==> src/audio_upsampler_config.svh <==
`ifndef AUDIO_UPSAMPLER_CONFIG_SVH
`define AUDIO_UPSAMPLER_CONFIG_SVH

// channel count and index width
`define AU_NUM_CH 4
`define AU_CH_W 2

`define AU_SAMPLE_W 24

// per-channel sample buffer
`define AU_FIFO_DEPTH 8

`endif

==> src/audio_upsampler_pkg.sv <==
`default_nettype none

`include "audio_upsampler_config.svh"

package audio_upsampler_pkg;

    typedef logic signed [`AU_SAMPLE_W-1:0] sample_t;

    typedef enum logic {
        RATE_96  = 1'b0,
        RATE_192 = 1'b1
    } rate_e;

    // apb register offsets
    typedef enum logic [3:0] {
        REG_RATE_MAP   = 4'h0,
        REG_SAMPLE_CNT = 4'h4
    } reg_addr_e;

    typedef enum logic [1:0] {
        S_FETCH,
        S_EMIT_MID,
        S_EMIT_CUR
    } interp_state_e;

endpackage

`default_nettype wire

==> src/sample_in_if.sv <==
`timescale 1ns/1ns
`default_nettype none

`include "audio_upsampler_config.svh"

interface sample_in_if;
    import audio_upsampler_pkg::*;

    logic    valid;
    logic    ready;
    sample_t data;
    // rate tag captured when the router accepted the sample
    rate_e   rate;

    modport router (
        output valid,
        output data,
        output rate,
        input  ready
    );

    modport chan (
        input  valid,
        input  data,
        input  rate,
        output ready
    );

endinterface

`default_nettype wire

==> src/apb_rate_regs.sv <==
`timescale 1ns/1ns
`default_nettype none

`include "audio_upsampler_config.svh"

module apb_rate_regs (
    input  logic                  clk,
    input  logic                  rst,
    input  logic                  psel_i,
    input  logic                  penable_i,
    input  logic                  pwrite_i,
    input  logic [3:0]            paddr_i,
    input  logic [31:0]           pwdata_i,
    output logic [31:0]           prdata_o,
    output logic                  pready_o,
    output logic                  pslverr_o,
    input  logic                  out_fire_i,
    output logic [`AU_NUM_CH-1:0] rate_map_o
);
    import audio_upsampler_pkg::*;

    logic [`AU_NUM_CH-1:0] rate_map_q;
    logic [15:0]           sample_cnt_q;
    logic                  access;
    logic                  bad_addr;
    logic                  ro_write;

    // no wait states
    assign pready_o = 1'b1;
    assign access   = psel_i && penable_i;

    always_comb begin
        prdata_o = '0;
        bad_addr = 1'b0;
        case (paddr_i)
            REG_RATE_MAP:   prdata_o[`AU_NUM_CH-1:0] = rate_map_q;
            REG_SAMPLE_CNT: prdata_o[15:0] = sample_cnt_q;
            default:        bad_addr = 1'b1;
        endcase
    end

    // counter register is read only
    assign ro_write  = pwrite_i && (paddr_i == REG_SAMPLE_CNT);
    assign pslverr_o = access && (bad_addr || ro_write);

    // all channels start at 96 kHz
    always_ff @(posedge clk) begin
        if (rst) begin
            rate_map_q <= '0;
        end else if (access && pwrite_i && (paddr_i == REG_RATE_MAP)) begin
            rate_map_q <= pwdata_i[`AU_NUM_CH-1:0];
        end
    end

    // wraps at 16 bits
    always_ff @(posedge clk) begin
        if (rst) begin
            sample_cnt_q <= '0;
        end else if (out_fire_i) begin
            sample_cnt_q <= sample_cnt_q + 16'd1;
        end
    end

    assign rate_map_o = rate_map_q;

endmodule

`default_nettype wire

==> src/input_router.sv <==
`timescale 1ns/1ns
`default_nettype none

`include "audio_upsampler_config.svh"

module input_router (
    input  logic                         clk,
    input  logic                         rst,
    input  logic                         in_valid_i,
    input  logic [`AU_CH_W-1:0]          in_ch_i,
    input  audio_upsampler_pkg::sample_t in_data_i,
    output logic                         in_ready_o,
    input  logic [`AU_NUM_CH-1:0]        rate_map_i,
    sample_in_if.router                  ch_if [`AU_NUM_CH]
);
    import audio_upsampler_pkg::*;

    logic                  hold_vld_q;
    logic [`AU_CH_W-1:0]   hold_ch_q;
    sample_t               hold_data_q;
    rate_e                 hold_rate_q;
    logic                  rdy_en_q;
    logic [`AU_NUM_CH-1:0] ch_ready;
    logic                  take;
    logic                  accept;

    for (genvar g = 0; g < `AU_NUM_CH; g++) begin : g_ch
        assign ch_if[g].valid = hold_vld_q && (hold_ch_q == g);
        assign ch_if[g].data  = hold_data_q;
        assign ch_if[g].rate  = hold_rate_q;
        assign ch_ready[g]    = ch_if[g].ready;
    end

    assign take       = hold_vld_q && ch_ready[hold_ch_q];
    assign in_ready_o = rdy_en_q && (!hold_vld_q || take);
    assign accept     = in_valid_i && in_ready_o;

    always_ff @(posedge clk) begin
        if (rst) begin
            hold_vld_q <= 1'b0;
            rdy_en_q   <= 1'b0;
        end else begin
            // input held off for one cycle out of reset
            rdy_en_q <= 1'b1;
            if (accept) begin
                hold_vld_q <= 1'b1;
            end else if (take) begin
                hold_vld_q <= 1'b0;
            end
        end
    end

    // rate tag uses the map as it stands at the accept edge
    always_ff @(posedge clk) begin
        if (accept) begin
            hold_ch_q   <= in_ch_i;
            hold_data_q <= in_data_i;
            hold_rate_q <= rate_e'(rate_map_i[in_ch_i]);
        end
    end

endmodule

`default_nettype wire

==> src/channel_interpolator.sv <==
`timescale 1ns/1ns
`default_nettype none

`include "audio_upsampler_config.svh"

module channel_interpolator (
    input  logic                         clk,
    input  logic                         rst,
    sample_in_if.chan                    in_if,
    output logic                         out_valid_o,
    output audio_upsampler_pkg::sample_t out_data_o,
    input  logic                         out_ready_i
);
    import audio_upsampler_pkg::*;

    localparam int PTR_W = $clog2(`AU_FIFO_DEPTH);

    sample_t           mem_data [`AU_FIFO_DEPTH];
    rate_e             mem_rate [`AU_FIFO_DEPTH];
    logic [PTR_W:0]    wr_ptr_q;
    logic [PTR_W:0]    rd_ptr_q;
    logic [PTR_W-1:0]  wr_idx;
    logic [PTR_W-1:0]  rd_idx;
    logic              full;
    logic              empty;
    logic              push;
    logic              pop;

    interp_state_e     state_q;
    sample_t           cur_q;
    sample_t           prev_q;
    logic signed [`AU_SAMPLE_W:0] mid_sum;
    sample_t           mid_data;

    assign wr_idx = wr_ptr_q[PTR_W-1:0];
    assign rd_idx = rd_ptr_q[PTR_W-1:0];
    assign empty  = (wr_ptr_q == rd_ptr_q);
    assign full   = (wr_ptr_q[PTR_W] != rd_ptr_q[PTR_W]) && (wr_idx == rd_idx);

    assign in_if.ready = !full;
    assign push = in_if.valid && !full;
    assign pop  = (state_q == S_FETCH) && !empty;

    always_ff @(posedge clk) begin
        if (rst) begin
            wr_ptr_q <= '0;
            rd_ptr_q <= '0;
        end else begin
            if (push) begin
                wr_ptr_q <= wr_ptr_q + 1'b1;
            end
            if (pop) begin
                rd_ptr_q <= rd_ptr_q + 1'b1;
            end
        end
    end

    always_ff @(posedge clk) begin
        if (push) begin
            mem_data[wr_idx] <= in_if.data;
            mem_rate[wr_idx] <= in_if.rate;
        end
    end

    // floor((prev + cur) / 2), sign extended to avoid overflow
    assign mid_sum  = {prev_q[`AU_SAMPLE_W-1], prev_q} + {cur_q[`AU_SAMPLE_W-1], cur_q};
    assign mid_data = mid_sum[`AU_SAMPLE_W:1];

    always_ff @(posedge clk) begin
        if (rst) begin
            state_q <= S_FETCH;
            prev_q  <= '0;
        end else begin
            case (state_q)
                S_FETCH: begin
                    if (!empty) begin
                        state_q <= (mem_rate[rd_idx] == RATE_96) ? S_EMIT_MID : S_EMIT_CUR;
                    end
                end
                S_EMIT_MID: begin
                    if (out_ready_i) begin
                        state_q <= S_EMIT_CUR;
                    end
                end
                S_EMIT_CUR: begin
                    if (out_ready_i) begin
                        state_q <= S_FETCH;
                        // history for the next midpoint
                        prev_q  <= cur_q;
                    end
                end
                default: state_q <= S_FETCH;
            endcase
        end
    end

    always_ff @(posedge clk) begin
        if (pop) begin
            cur_q <= mem_data[rd_idx];
        end
    end

    assign out_valid_o = (state_q != S_FETCH);
    assign out_data_o  = (state_q == S_EMIT_MID) ? mid_data : cur_q;

endmodule

`default_nettype wire

==> src/output_arbiter.sv <==
`timescale 1ns/1ns
`default_nettype none

`include "audio_upsampler_config.svh"

module output_arbiter (
    input  logic                         clk,
    input  logic                         rst,
    input  logic [`AU_NUM_CH-1:0]        ch_valid_i,
    input  audio_upsampler_pkg::sample_t ch_data_i [`AU_NUM_CH],
    output logic [`AU_NUM_CH-1:0]        ch_ready_o,
    output logic                         out_valid_o,
    output logic [`AU_CH_W-1:0]          out_ch_o,
    output audio_upsampler_pkg::sample_t out_data_o,
    input  logic                         out_ready_i
);
    import audio_upsampler_pkg::*;

    logic                out_valid_q;
    logic [`AU_CH_W-1:0] out_ch_q;
    sample_t             out_data_q;
    logic [`AU_CH_W-1:0] last_q;
    logic                load_en;
    logic                grant_vld;
    logic [`AU_CH_W-1:0] grant_idx;

    // register empty or draining this cycle
    assign load_en = !out_valid_q || out_ready_i;

    // search starts one past the last grant
    always_comb begin
        logic [`AU_CH_W-1:0] idx;
        grant_vld = 1'b0;
        grant_idx = last_q;
        for (int i = 1; i <= `AU_NUM_CH; i++) begin
            idx = last_q + `AU_CH_W'(i);
            if (!grant_vld && ch_valid_i[idx]) begin
                grant_vld = 1'b1;
                grant_idx = idx;
            end
        end
    end

    for (genvar g = 0; g < `AU_NUM_CH; g++) begin : g_rdy
        assign ch_ready_o[g] = load_en && grant_vld && (grant_idx == g);
    end

    always_ff @(posedge clk) begin
        if (rst) begin
            out_valid_q <= 1'b0;
            last_q      <= `AU_CH_W'(`AU_NUM_CH - 1);
        end else if (load_en) begin
            out_valid_q <= grant_vld;
            if (grant_vld) begin
                last_q <= grant_idx;
            end
        end
    end

    always_ff @(posedge clk) begin
        if (load_en && grant_vld) begin
            out_ch_q   <= grant_idx;
            out_data_q <= ch_data_i[grant_idx];
        end
    end

    assign out_valid_o = out_valid_q;
    assign out_ch_o    = out_ch_q;
    assign out_data_o  = out_data_q;

endmodule

`default_nettype wire

==> src/audio_upsampler.sv <==
`timescale 1ns/1ns
`default_nettype none

`include "audio_upsampler_config.svh"

module audio_upsampler (
    input  logic                         clk,
    input  logic                         rst,

    // tagged sample input
    input  logic                         in_valid_i,
    input  logic [`AU_CH_W-1:0]          in_ch_i,
    input  audio_upsampler_pkg::sample_t in_data_i,
    output logic                         in_ready_o,

    // merged sample output
    output logic                         out_valid_o,
    output logic [`AU_CH_W-1:0]          out_ch_o,
    output audio_upsampler_pkg::sample_t out_data_o,
    input  logic                         out_ready_i,

    // apb
    input  logic                         psel_i,
    input  logic                         penable_i,
    input  logic                         pwrite_i,
    input  logic [3:0]                   paddr_i,
    input  logic [31:0]                  pwdata_i,
    output logic [31:0]                  prdata_o,
    output logic                         pready_o,
    output logic                         pslverr_o
);
    import audio_upsampler_pkg::*;

    logic [`AU_NUM_CH-1:0] rate_map;
    logic [`AU_NUM_CH-1:0] ch_valid;
    logic [`AU_NUM_CH-1:0] ch_ready;
    sample_t               ch_data [`AU_NUM_CH];
    logic                  out_fire;

    sample_in_if ch_if [`AU_NUM_CH] ();

    assign out_fire = out_valid_o && out_ready_i;

    apb_rate_regs i_regs (
        .clk        (clk),
        .rst        (rst),
        .psel_i     (psel_i),
        .penable_i  (penable_i),
        .pwrite_i   (pwrite_i),
        .paddr_i    (paddr_i),
        .pwdata_i   (pwdata_i),
        .prdata_o   (prdata_o),
        .pready_o   (pready_o),
        .pslverr_o  (pslverr_o),
        .out_fire_i (out_fire),
        .rate_map_o (rate_map)
    );

    input_router i_router (
        .clk        (clk),
        .rst        (rst),
        .in_valid_i (in_valid_i),
        .in_ch_i    (in_ch_i),
        .in_data_i  (in_data_i),
        .in_ready_o (in_ready_o),
        .rate_map_i (rate_map),
        .ch_if      (ch_if)
    );

    for (genvar g = 0; g < `AU_NUM_CH; g++) begin : g_chan
        channel_interpolator i_interp (
            .clk         (clk),
            .rst         (rst),
            .in_if       (ch_if[g]),
            .out_valid_o (ch_valid[g]),
            .out_data_o  (ch_data[g]),
            .out_ready_i (ch_ready[g])
        );
    end

    output_arbiter i_arb (
        .clk         (clk),
        .rst         (rst),
        .ch_valid_i  (ch_valid),
        .ch_data_i   (ch_data),
        .ch_ready_o  (ch_ready),
        .out_valid_o (out_valid_o),
        .out_ch_o    (out_ch_o),
        .out_data_o  (out_data_o),
        .out_ready_i (out_ready_i)
    );

endmodule

`default_nettype wire

==> config.mk <==
export PLATFORM = sky130hd
export DESIGN_NAME = audio_upsampler
export DESIGN_NICKNAME = d
export VERILOG_FILES = /design/src/audio_upsampler_pkg.sv /design/src/sample_in_if.sv /design/src/apb_rate_regs.sv /design/src/input_router.sv /design/src/channel_interpolator.sv /design/src/output_arbiter.sv /design/src/audio_upsampler.sv
export VERILOG_INCLUDE_DIRS = /design/src /design/src/src
export SDC_FILE = /design/constraint.sdc
export NUM_CORES = 2
export LEC_CHECK = 0
export ABC_AREA = 1
export BUFFER_PORTS_ARGS = -buffer_cell sky130_fd_sc_hd__buf_2
export CAP_MARGIN = 20
export CORE_MARGIN = 2
export CORE_UTILIZATION = 40
export CTS_CLUSTER_DIAMETER = 60
export DETAILED_ROUTE_END_ITERATION = 8
export PLACE_DENSITY_LB_ADDON = 0.05
export SYNTH_ARGS = -nofsm -noshare
export SYNTH_HDL_FRONTEND = slang
export SYNTH_SLANG_ARGS = --single-unit
==> constraint.sdc <==
create_clock -name clk -period 5.04 [get_ports clk]
set_input_delay 0.252 -clock clk [delete_from_list [all_inputs] [get_ports clk]]
set_output_delay 0.252 -clock clk [all_outputs]
set_load 0.01 [all_outputs]
# Word-level counts from Yosys, hierarchy flattened
# Memories as Yosys holds them, arrays and structs flattened. A register that Yosys moved wholly into a read port is not among the register bits.
# Cells that the tools add are included.
op_classes:
  magnitude_cmp: 7
  n_eq_ne: 39
  addsub: 16
  reduce_logical: 71
  muxes: 69
  bitwise_logic: 1
ops:
  columns: ["cell", "count"]
  rows:
  - ["24-bit 2-to-1 mux", 6]
  - ["24-bit by 24-bit adder with 25-bit output", 4]
  - ["24-bit binary-select mux with 2-bit select", 1]
  - ["2-bit 2-to-1 mux", 20]
  - ["1-bit logical AND", 33]
  - ["4-bit by 1-bit adder with 4-bit output (second input constant)", 8]
  - ["3-bit 2-to-1 mux", 8]
  - ["2-bit one-hot mux with 3 select lines", 4]
  - ["1-bit 2-to-1 mux", 22]
  - ["2-bit by 3-bit less-than comparator with 1-bit output (second input constant)", 6]
  - ["16-bit by 1-bit adder with 16-bit output (second input constant)", 1]
  - ["2-bit equality test (second input constant)", 8]
  - ["4-bit equality test", 4]
  - ["2-bit by 1-bit inequality test with 1-bit output (second input constant)", 8]
  - ["1-bit zero test", 13]
  - ["1-bit binary-select mux with 2-bit select", 6]
  - ["2-bit by 1-bit equality test with 1-bit output (second input constant)", 6]
  - ["3-bit equality test", 4]
  - ["2-bit zero test", 6]
  - ["12-bit 2-to-1 mux", 1]
  - ["3-bit AND reduction", 4]
  - ["2-bit AND reduction", 5]
  - ["2-bit nonzero test", 5]
  - ["2-bit inequality test (second input constant)", 4]
  - ["10 further kinds", 16]
word_totals:
  ramBits: 800
  in_bits: 69
  regBits: 214
  memories: 8
mem_list:
  columns: ["name", "depth", "width", "read_ports", "rd_ports_with_merged_regs", "write_ports", "line_no", "source"]
  rows:
  - ["g_chan[0].i_interp.mem_data", 8, 24, 1, 1, 1, "channel_interpolator.sv:18", "sample_t mem_data [`AU_FIFO_DEPTH];"]
  - ["g_chan[1].i_interp.mem_data", 8, 24, 1, 1, 1, "channel_interpolator.sv:18", null]
  - ["g_chan[2].i_interp.mem_data", 8, 24, 1, 1, 1, "channel_interpolator.sv:18", null]
  - ["g_chan[3].i_interp.mem_data", 8, 24, 1, 1, 1, "channel_interpolator.sv:18", null]
  - ["g_chan[0].i_interp.mem_rate", 8, 1, 1, 1, 1, "channel_interpolator.sv:19", "rate_e mem_rate [`AU_FIFO_DEPTH];"]
  - ["g_chan[1].i_interp.mem_rate", 8, 1, 1, 1, 1, "channel_interpolator.sv:19", null]
  - ["+2 memories", null, null, null, null, null, null, null]

# Longest topological paths before layout
depth:
  word_depth: 17
  ltp_mapped: 17
  mapped_depth_nobuf: 16

# Cells and area by module
# A second synthesis with hierarchy kept.
hier_totals:
  hier_cells: 5595
  area_unflattened_um2: 52779.4
by_module_without_submodules:
  columns: ["mod", "n_inst", "cells_each", "area_each_um2", "seq_area_each_um2"]
  rows:
  - ["channel_interpolator at g_chan[2].i_interp ...", 2, 1223, 11871.4, 7467.2]
  - ["channel_interpolator at g_chan[0].i_interp", 1, 1230, 11888.9, 7467.2]
  - ["channel_interpolator at g_chan[1].i_interp", 1, 1216, 11861.4, 7467.2]
  - ["output_arbiter", 1, 376, 2494.9, 840.8]
  - ["input_router", 1, 135, 1550.2, 850.8]
  - ["apb_rate_regs", 1, 190, 1233.7, 400.4]
  - ["audio_upsampler", 1, 2, 7.5, 0.0]

# Least setup slack after synthesis
# No wires, ideal clock.
synth_timing:
  path_kind: "flip-flop to flip-flop"
  from: "register g_chan[0].i_interp.rd_ptr_q[0]"
  to: "register i_router.hold_data_q[0], in the netlist i_router.ch_if[0].data[0] (enable)"
  path_buffers: 1
  setup_ns: 0.445
  arrival_ns: 2.965
  period_less_slack_ns: 3.410
  required_ns: 4.595
  slack_ns: 1.630
  stages_incl_launch_ff: 9
  cell_sequence: "dfxtp_1 clkbuf_1 xor2_1 nor3b_1 nand4_1 nand2_1 nor2_1 nor2_1 nor3_1"
synth_between:
  elab_chain_cells: 9
synth_lines:
  columns: ["element", "line_no", "source"]
  rows:
  - ["start: declaration", "channel_interpolator.sv:21", "logic [PTR_W:0] rd_ptr_q;"]
  - ["start signal: assignment", "channel_interpolator.sv:53", "rd_ptr_q <= rd_ptr_q + 1'b1;"]
  - ["3-bit equality test", "channel_interpolator.sv:38", "assign full = (wr_ptr_q[PTR_W] != rd_ptr_q[PTR_W]) && (wr_idx == rd_idx);"]
  - ["1-bit logical AND", "channel_interpolator.sv:38", null]
  - ["1-bit zero test", "channel_interpolator.sv:40", "assign in_if.ready = !full;"]
  - ["1-bit binary-select mux with 2-bit select", "input_router.sv:34", "assign take = hold_vld_q && ch_ready[hold_ch_q];"]
  - ["1-bit 2-to-1 mux (implied by the code)", "input_router.sv:34", null]
  - ["1-bit logical AND", "input_router.sv:34", null]
  - ["1-bit logical OR", "input_router.sv:35", "assign in_ready_o = rdy_en_q && (!hold_vld_q || take);"]
  - ["1-bit logical AND", "input_router.sv:35", null]
  - ["1-bit logical AND", "input_router.sv:36", "assign accept = in_valid_i && in_ready_o;"]
  - ["net i_router.accept", "input_router.sv:25", "logic accept;"]
  - ["end signal: assignment", "input_router.sv:57", "hold_data_q <= in_data_i;"]
  - ["end: declaration", "input_router.sv:20", "sample_t hold_data_q;"]
# The timed path passes the listed nets, and every way through them passes these cells. The select of a mux whose other input is x is not followed.
# A chain may end at the register's enable or synchronous reset.

# Worst setup path after layout
layout_timing:
  from: "register i_arb.last_q[0]"
  to: "register g_chan[0].i_interp.prev_q[1]"
layout_between:
  elab_chain_cells: 16
  word_cells_on_any_way: 29
  cone_classes: "add/sub (3); mux (16); reduce/logical (10)"
layout_lines:
  columns: ["element", "line_no", "source"]
  rows:
  - ["start: declaration", "output_arbiter.sv:22", "logic [`AU_CH_W-1:0] last_q;"]
  - ["start signal: assignment", "output_arbiter.sv:51", "last_q <= `AU_CH_W'(`AU_NUM_CH - 1);"]
  - ["start signal: assignment", "output_arbiter.sv:55", "last_q <= grant_idx;"]
  - ["2-bit by 1-bit adder with 2-bit output", "output_arbiter.sv:36", "idx = last_q + `AU_CH_W'(i);"]
  - ["1-bit binary-select mux with 2-bit select", "output_arbiter.sv:37", "if (!grant_vld && ch_valid_i[idx]) begin"]
  - ["1-bit 2-to-1 mux (implied by the code)", "output_arbiter.sv:37", null]
  - ["1-bit 2-to-1 mux", "output_arbiter.sv:37", null]
  - ["1-bit zero test", "output_arbiter.sv:37", null]
  - ["1-bit logical AND", "output_arbiter.sv:37", null]
  - ["1-bit 2-to-1 mux", "output_arbiter.sv:37", null]
  - ["1-bit zero test", "output_arbiter.sv:37", null]
  - ["1-bit logical AND", "output_arbiter.sv:37", null]
  - ["1-bit 2-to-1 mux", "output_arbiter.sv:37", null]
  - ["1-bit zero test", "output_arbiter.sv:37", null]
  - ["1-bit logical AND", "output_arbiter.sv:37", null]
  - ["2-bit 2-to-1 mux or 1-bit 2-to-1 mux (tied branches)", "output_arbiter.sv:37", null]
  - ["2-bit zero test or 1-bit logical AND (tied branches)", "output_arbiter.sv:45", "assign ch_ready_o[g] = load_en && grant_vld && (grant_idx == g);"]
  - ["1-bit logical AND (*)", "output_arbiter.sv:45", null]
  - ["2-bit AND reduction (no source line) (*)", null, null]
  - ["end signal: assignment", "channel_interpolator.sv:89", "prev_q <= cur_q;"]
  - ["end: declaration", "channel_interpolator.sv:31", "sample_t prev_q;"]
# Every way passes the cells marked *; elsewhere a longest branch is shown, timed or not. The select of a mux whose other input is x is not followed.

==> summary.md <==
| Metric | Value |
|---|---|
| Synth Register Bits | `1122` |
| Beginning of the critical path | `i_arb.last_q[0]` |
| Full die area | `around 130000 µm²` |
| Final hold violation count | `0` |
| DRT antenna net count | `0` |
| Worst Hold Slack | `73.17 ps` |
| Initial Util | `40.25%` |
| Fmax | `279.2 MHz` |
| Final wirelength | `between 150000 and 200000 µm` |
| Top delay family on crit path | `simple AND/OR/NAND/NOR gates` |
| Hold wc startpoint | `rst` |
| Period utilization | `between 70 and 80%` |
| Clock Sinks | `1122` |
| Dominant cells by area after synthesis | `edfxtp_1, nand2_1, nor2_1` |
| Max-cap viol count | `0` |
| Syn. warnings | `0` |
| Vias in the first global route | `35778` |
| WS Path Type | `flip-flop to flip-flop` |
| Synthesized area per cell | `around 9.4 µm²` |
| TNS Setup | `0 ps` |
| Commonest cells post-synth | `nand2_1, nor2_1, edfxtp_1, inv_1, o21ai_0` |
| Final-report max-slew violation count | `0` |
| Sequential element share of the synthesized area | `a little over 60%` |
| Pin count of the biggest net entering global routing | `between 90 and 100` |
| Hold/Removal Path Class | `primary input to flip-flop` |
| Slowest stage cell, crit path | `nand3_2` |
| Dominant cell by count in the synthesized netlist | `nand2_1` |
| First-pass GRT wire length | `approximately 230000 µm` |
| CTS buffer count | `135` |
| Worst ir drop on vdd | `just over 0.5 mV` |
| Residual DRC count | `0` |
| Floorplan row count | `132` |
| Wirelength per Cell | `20.51 µm` |
| Clock tree buffer depth | `3` |
| Pre-CTS setup slack | `1487 ps` |
| Primary FF master, synth | `edfxtp_1` |
| Worst setup margin | `about 1500 ps` |
| Post-Synthesis Cells | `between 5000 and 6000` |
| Die H | `364.7 µm` |
| Via count | `38435` |
| Critical path, cell by cell | `nand2_1 > nand2_1 > nand2_2 > nand2_4 > nand4_2 > nand2_2 > nand3_2 > nor2_1 > nor2_1` |
| Share of the synthesized area in the top cell type | `around 55%` |
| Outcome | `finished, final reports clean` |
| Critical Path AT | `4220 ps` |
| Clock root buffer master | `clkbuf_16` |
| Setup violators final | `0` |
| Slew HR | `27.57%` |
| GRT overflow | `0` |
| CP Capture Type | `flip-flop` |
| Worst path max stage delay | `roughly 940 ps` |
| Post-synth design cell area | `approximately 52000 µm²` |
| Core area | `129300 µm²` |
| HPWL after DPL | `101200 µm` |
| Data required, critical path | `between 5000 and 6000 ps` |
| GRT Util Overall | `a little under a quarter` |
| Asr flop ratio synth | `0%` |
| Area growth from synthesis to layout | `13.90%` |
| Routability-driven placement congestion ratio | `about 0.94` |
| Power Dens Cells | `568.9 nW/µm²` |
| Unrepaired setup endpoints after global routing | `no` |
| PostCTS Resize Cnt | `0` |
| Clk_lat worst skew | `around 800 ps` |
| Buffers added on ports | `between 80 and 90` |
| Crit start category | `flip-flop` |
| Initial antenna violation count | `14` |
| Via/cell ratio | `just over 5` |
| EDFF count, synth | `between 900 and 1000` |
| Clk slew on worst S/H paths | `approximately 60 ps` |
| Leakage power | `between 20 and 25 nW` |
| Worst Path Buf+Inv | `0` |
| H-tree levels | `4` |
| Crit Path Max Fanout | `48` |
| FF-to-FF Start | `i_arb.last_q[0]` |
| CTS tree | `built` |
| I/O Pins | `131` |
| Post-layout min period | `between 3000 and 4000 ps` |
| Die Wd | `between 300 and 400 µm` |
| Worst Skew | `29.57 ps` |
| Nets | `5861` |
| Layout cells sized above 1 | `around 8.6%` |
| Netlist cell types | `46` |
| Worst-Margin Slew | `between 1000 and 1500 ps` |
| Area leader, netlist | `edfxtp_1` |
| Drt pass-1 iters | `7` |
| Initial drt markers | `~3400` |
path summary, 6_finish.rpt:
kind | to | cells past startpoint | slack (ps)
hold reg to reg | g_chan[1].i_interp.wr_ptr_q[3] | 1 | 470
setup reg to reg | g_chan[0].i_interp.prev_q[1] | 9 | 1460
setup / recovery | g_chan[0].i_interp.prev_q[1] | 9 | 1460
hold / removal | i_regs.sample_cnt_q[14] | 2 | 70
flip-flops by register name, summed over array words and instances (netlist names), named ones only:
register                  count
i_router.hold_vld_q           1
g_chan.i_interp.prev_q       96
g_chan.i_interp.mem_data    768
g_chan.i_interp.mem_rate     32
i_router.ch_if.rate           1
g_chan.i_interp.rd_ptr_q     16
i_arb.out_ch_o                2
i_router.hold_ch_q            2
i_arb.out_data_o             24
i_arb.out_valid_o             1
i_regs.rate_map_o             4
i_router.ch_if.data          24
i_arb.last_q                  2
i_router.rdy_en_q             1
g_chan.i_interp.state_q       8
g_chan.i_interp.wr_ptr_q     16
g_chan.i_interp.cur_q        96
i_regs.sample_cnt_q          16
per-layer routing:
| layer | share of wire (%) | vias to the layer above | global-route usage (%) |
|---|---|---|---|
| met1 | 49 | 18420 | 35.23 |
| li1 | - | 18913 | - |
| met3 | 6.4 | 182 | 4.817 |
| met4 | 2.4 | 2 | 6.709 |
| met5 | 0.0084 | - | 0 |
| met2 | 42 | 918 | 33.43 |
per-stage QoR:
step	power (mW)	cells	cell area, µm²	util, %
2_1_floorplan	19.89	5561	52110	-
3_3_place_gp	24.31	7249	54490	42.13
3_5_place_dp	24.35	7250	54510	42.15
4_1_cts	33.90	7538	59220	45.79
5_1_grt	35.83	7541	59270	45.84
6_report	33.73	7545	59280	45.84
worst reg2reg max path, stage by stage (launching register included):
cell	delay, ps
dfxtp_1	620
nand2_1	180
nand2_1	140
nand2_2	90
nand2_4	100
nand4_2	270
nand2_2	690
nand3_2	950
nor2_1	330
nor2_1	80
layout make-up:
| cell class | count | area (µm²) |
|---|---|---|
| clock buffer | 190 | 3677 |
| multi-input combinational | 3675 | 17190 |
| timing repair buffer | 222 | 1614 |
| clock inverter | 58 | 625.6 |
| inverter | 531 | 2006 |
| sequential | 1122 | 31980 |
| tap | 1742 | 2180 |
| fill | 12380 | 70030 |
| antenna | 5 | 12.51 |
logic make-up (layout without fill, tap and decap cells):
logic type	Yosys count	in the layout	share of synthesized area, %
AOI/OAI and AO/OA	855	855	8.800
buffers and inverters	764	1001	5.865
muxes	3	3	0.05769
DFF	1122	1122	61.40
adders and majority gates	105	105	2.582
other	2	22	0.01443
and+or+nand+nor	2671	2671	20.87
xor gates and xnor gates	24	24	0.4038
layout by cell type, fill, tap and decap left out, types with 7 or more instances in the layout:
cell type      instances
conb_1                17
inv_6                 14
nor2_2                57
a31oi_1              100
a21oi_1              152
nand2_1             1180
nand4_1               65
nor3_1                15
dlygate4sd3_1         40
o21ai_0              487
nand3b_1              32
xnor2_1               11
or2_2                 27
o22ai_1               99
clkinv_1              15
clkbuf_1              48
nor2_1              1062
inv_1                520
clkbuf_16            137
buf_2                 85
nand3_1              194
ha_1                 101
edfxtp_1             949
buf_4                 94
clkinv_2              12
o21bai_1               7
nor2_4                 9
inv_2                  7
nand2_2               12
xor2_1                13
dfxtp_1              165
report_power, final:
part	switching [mW]	leakage, nW	internal (mW)
clock network	3.96	2.08	5.47
registers	1.12	10.0	11.3
logic	8.50	11.6	3.35
what timing repair did:
item                                   4_1_cts  5_1_grt
setup buffers                                0        0
hold buffers                                40        0
endpoints found under the hold margin       35        0
Power figures use the tool's default switching activity.
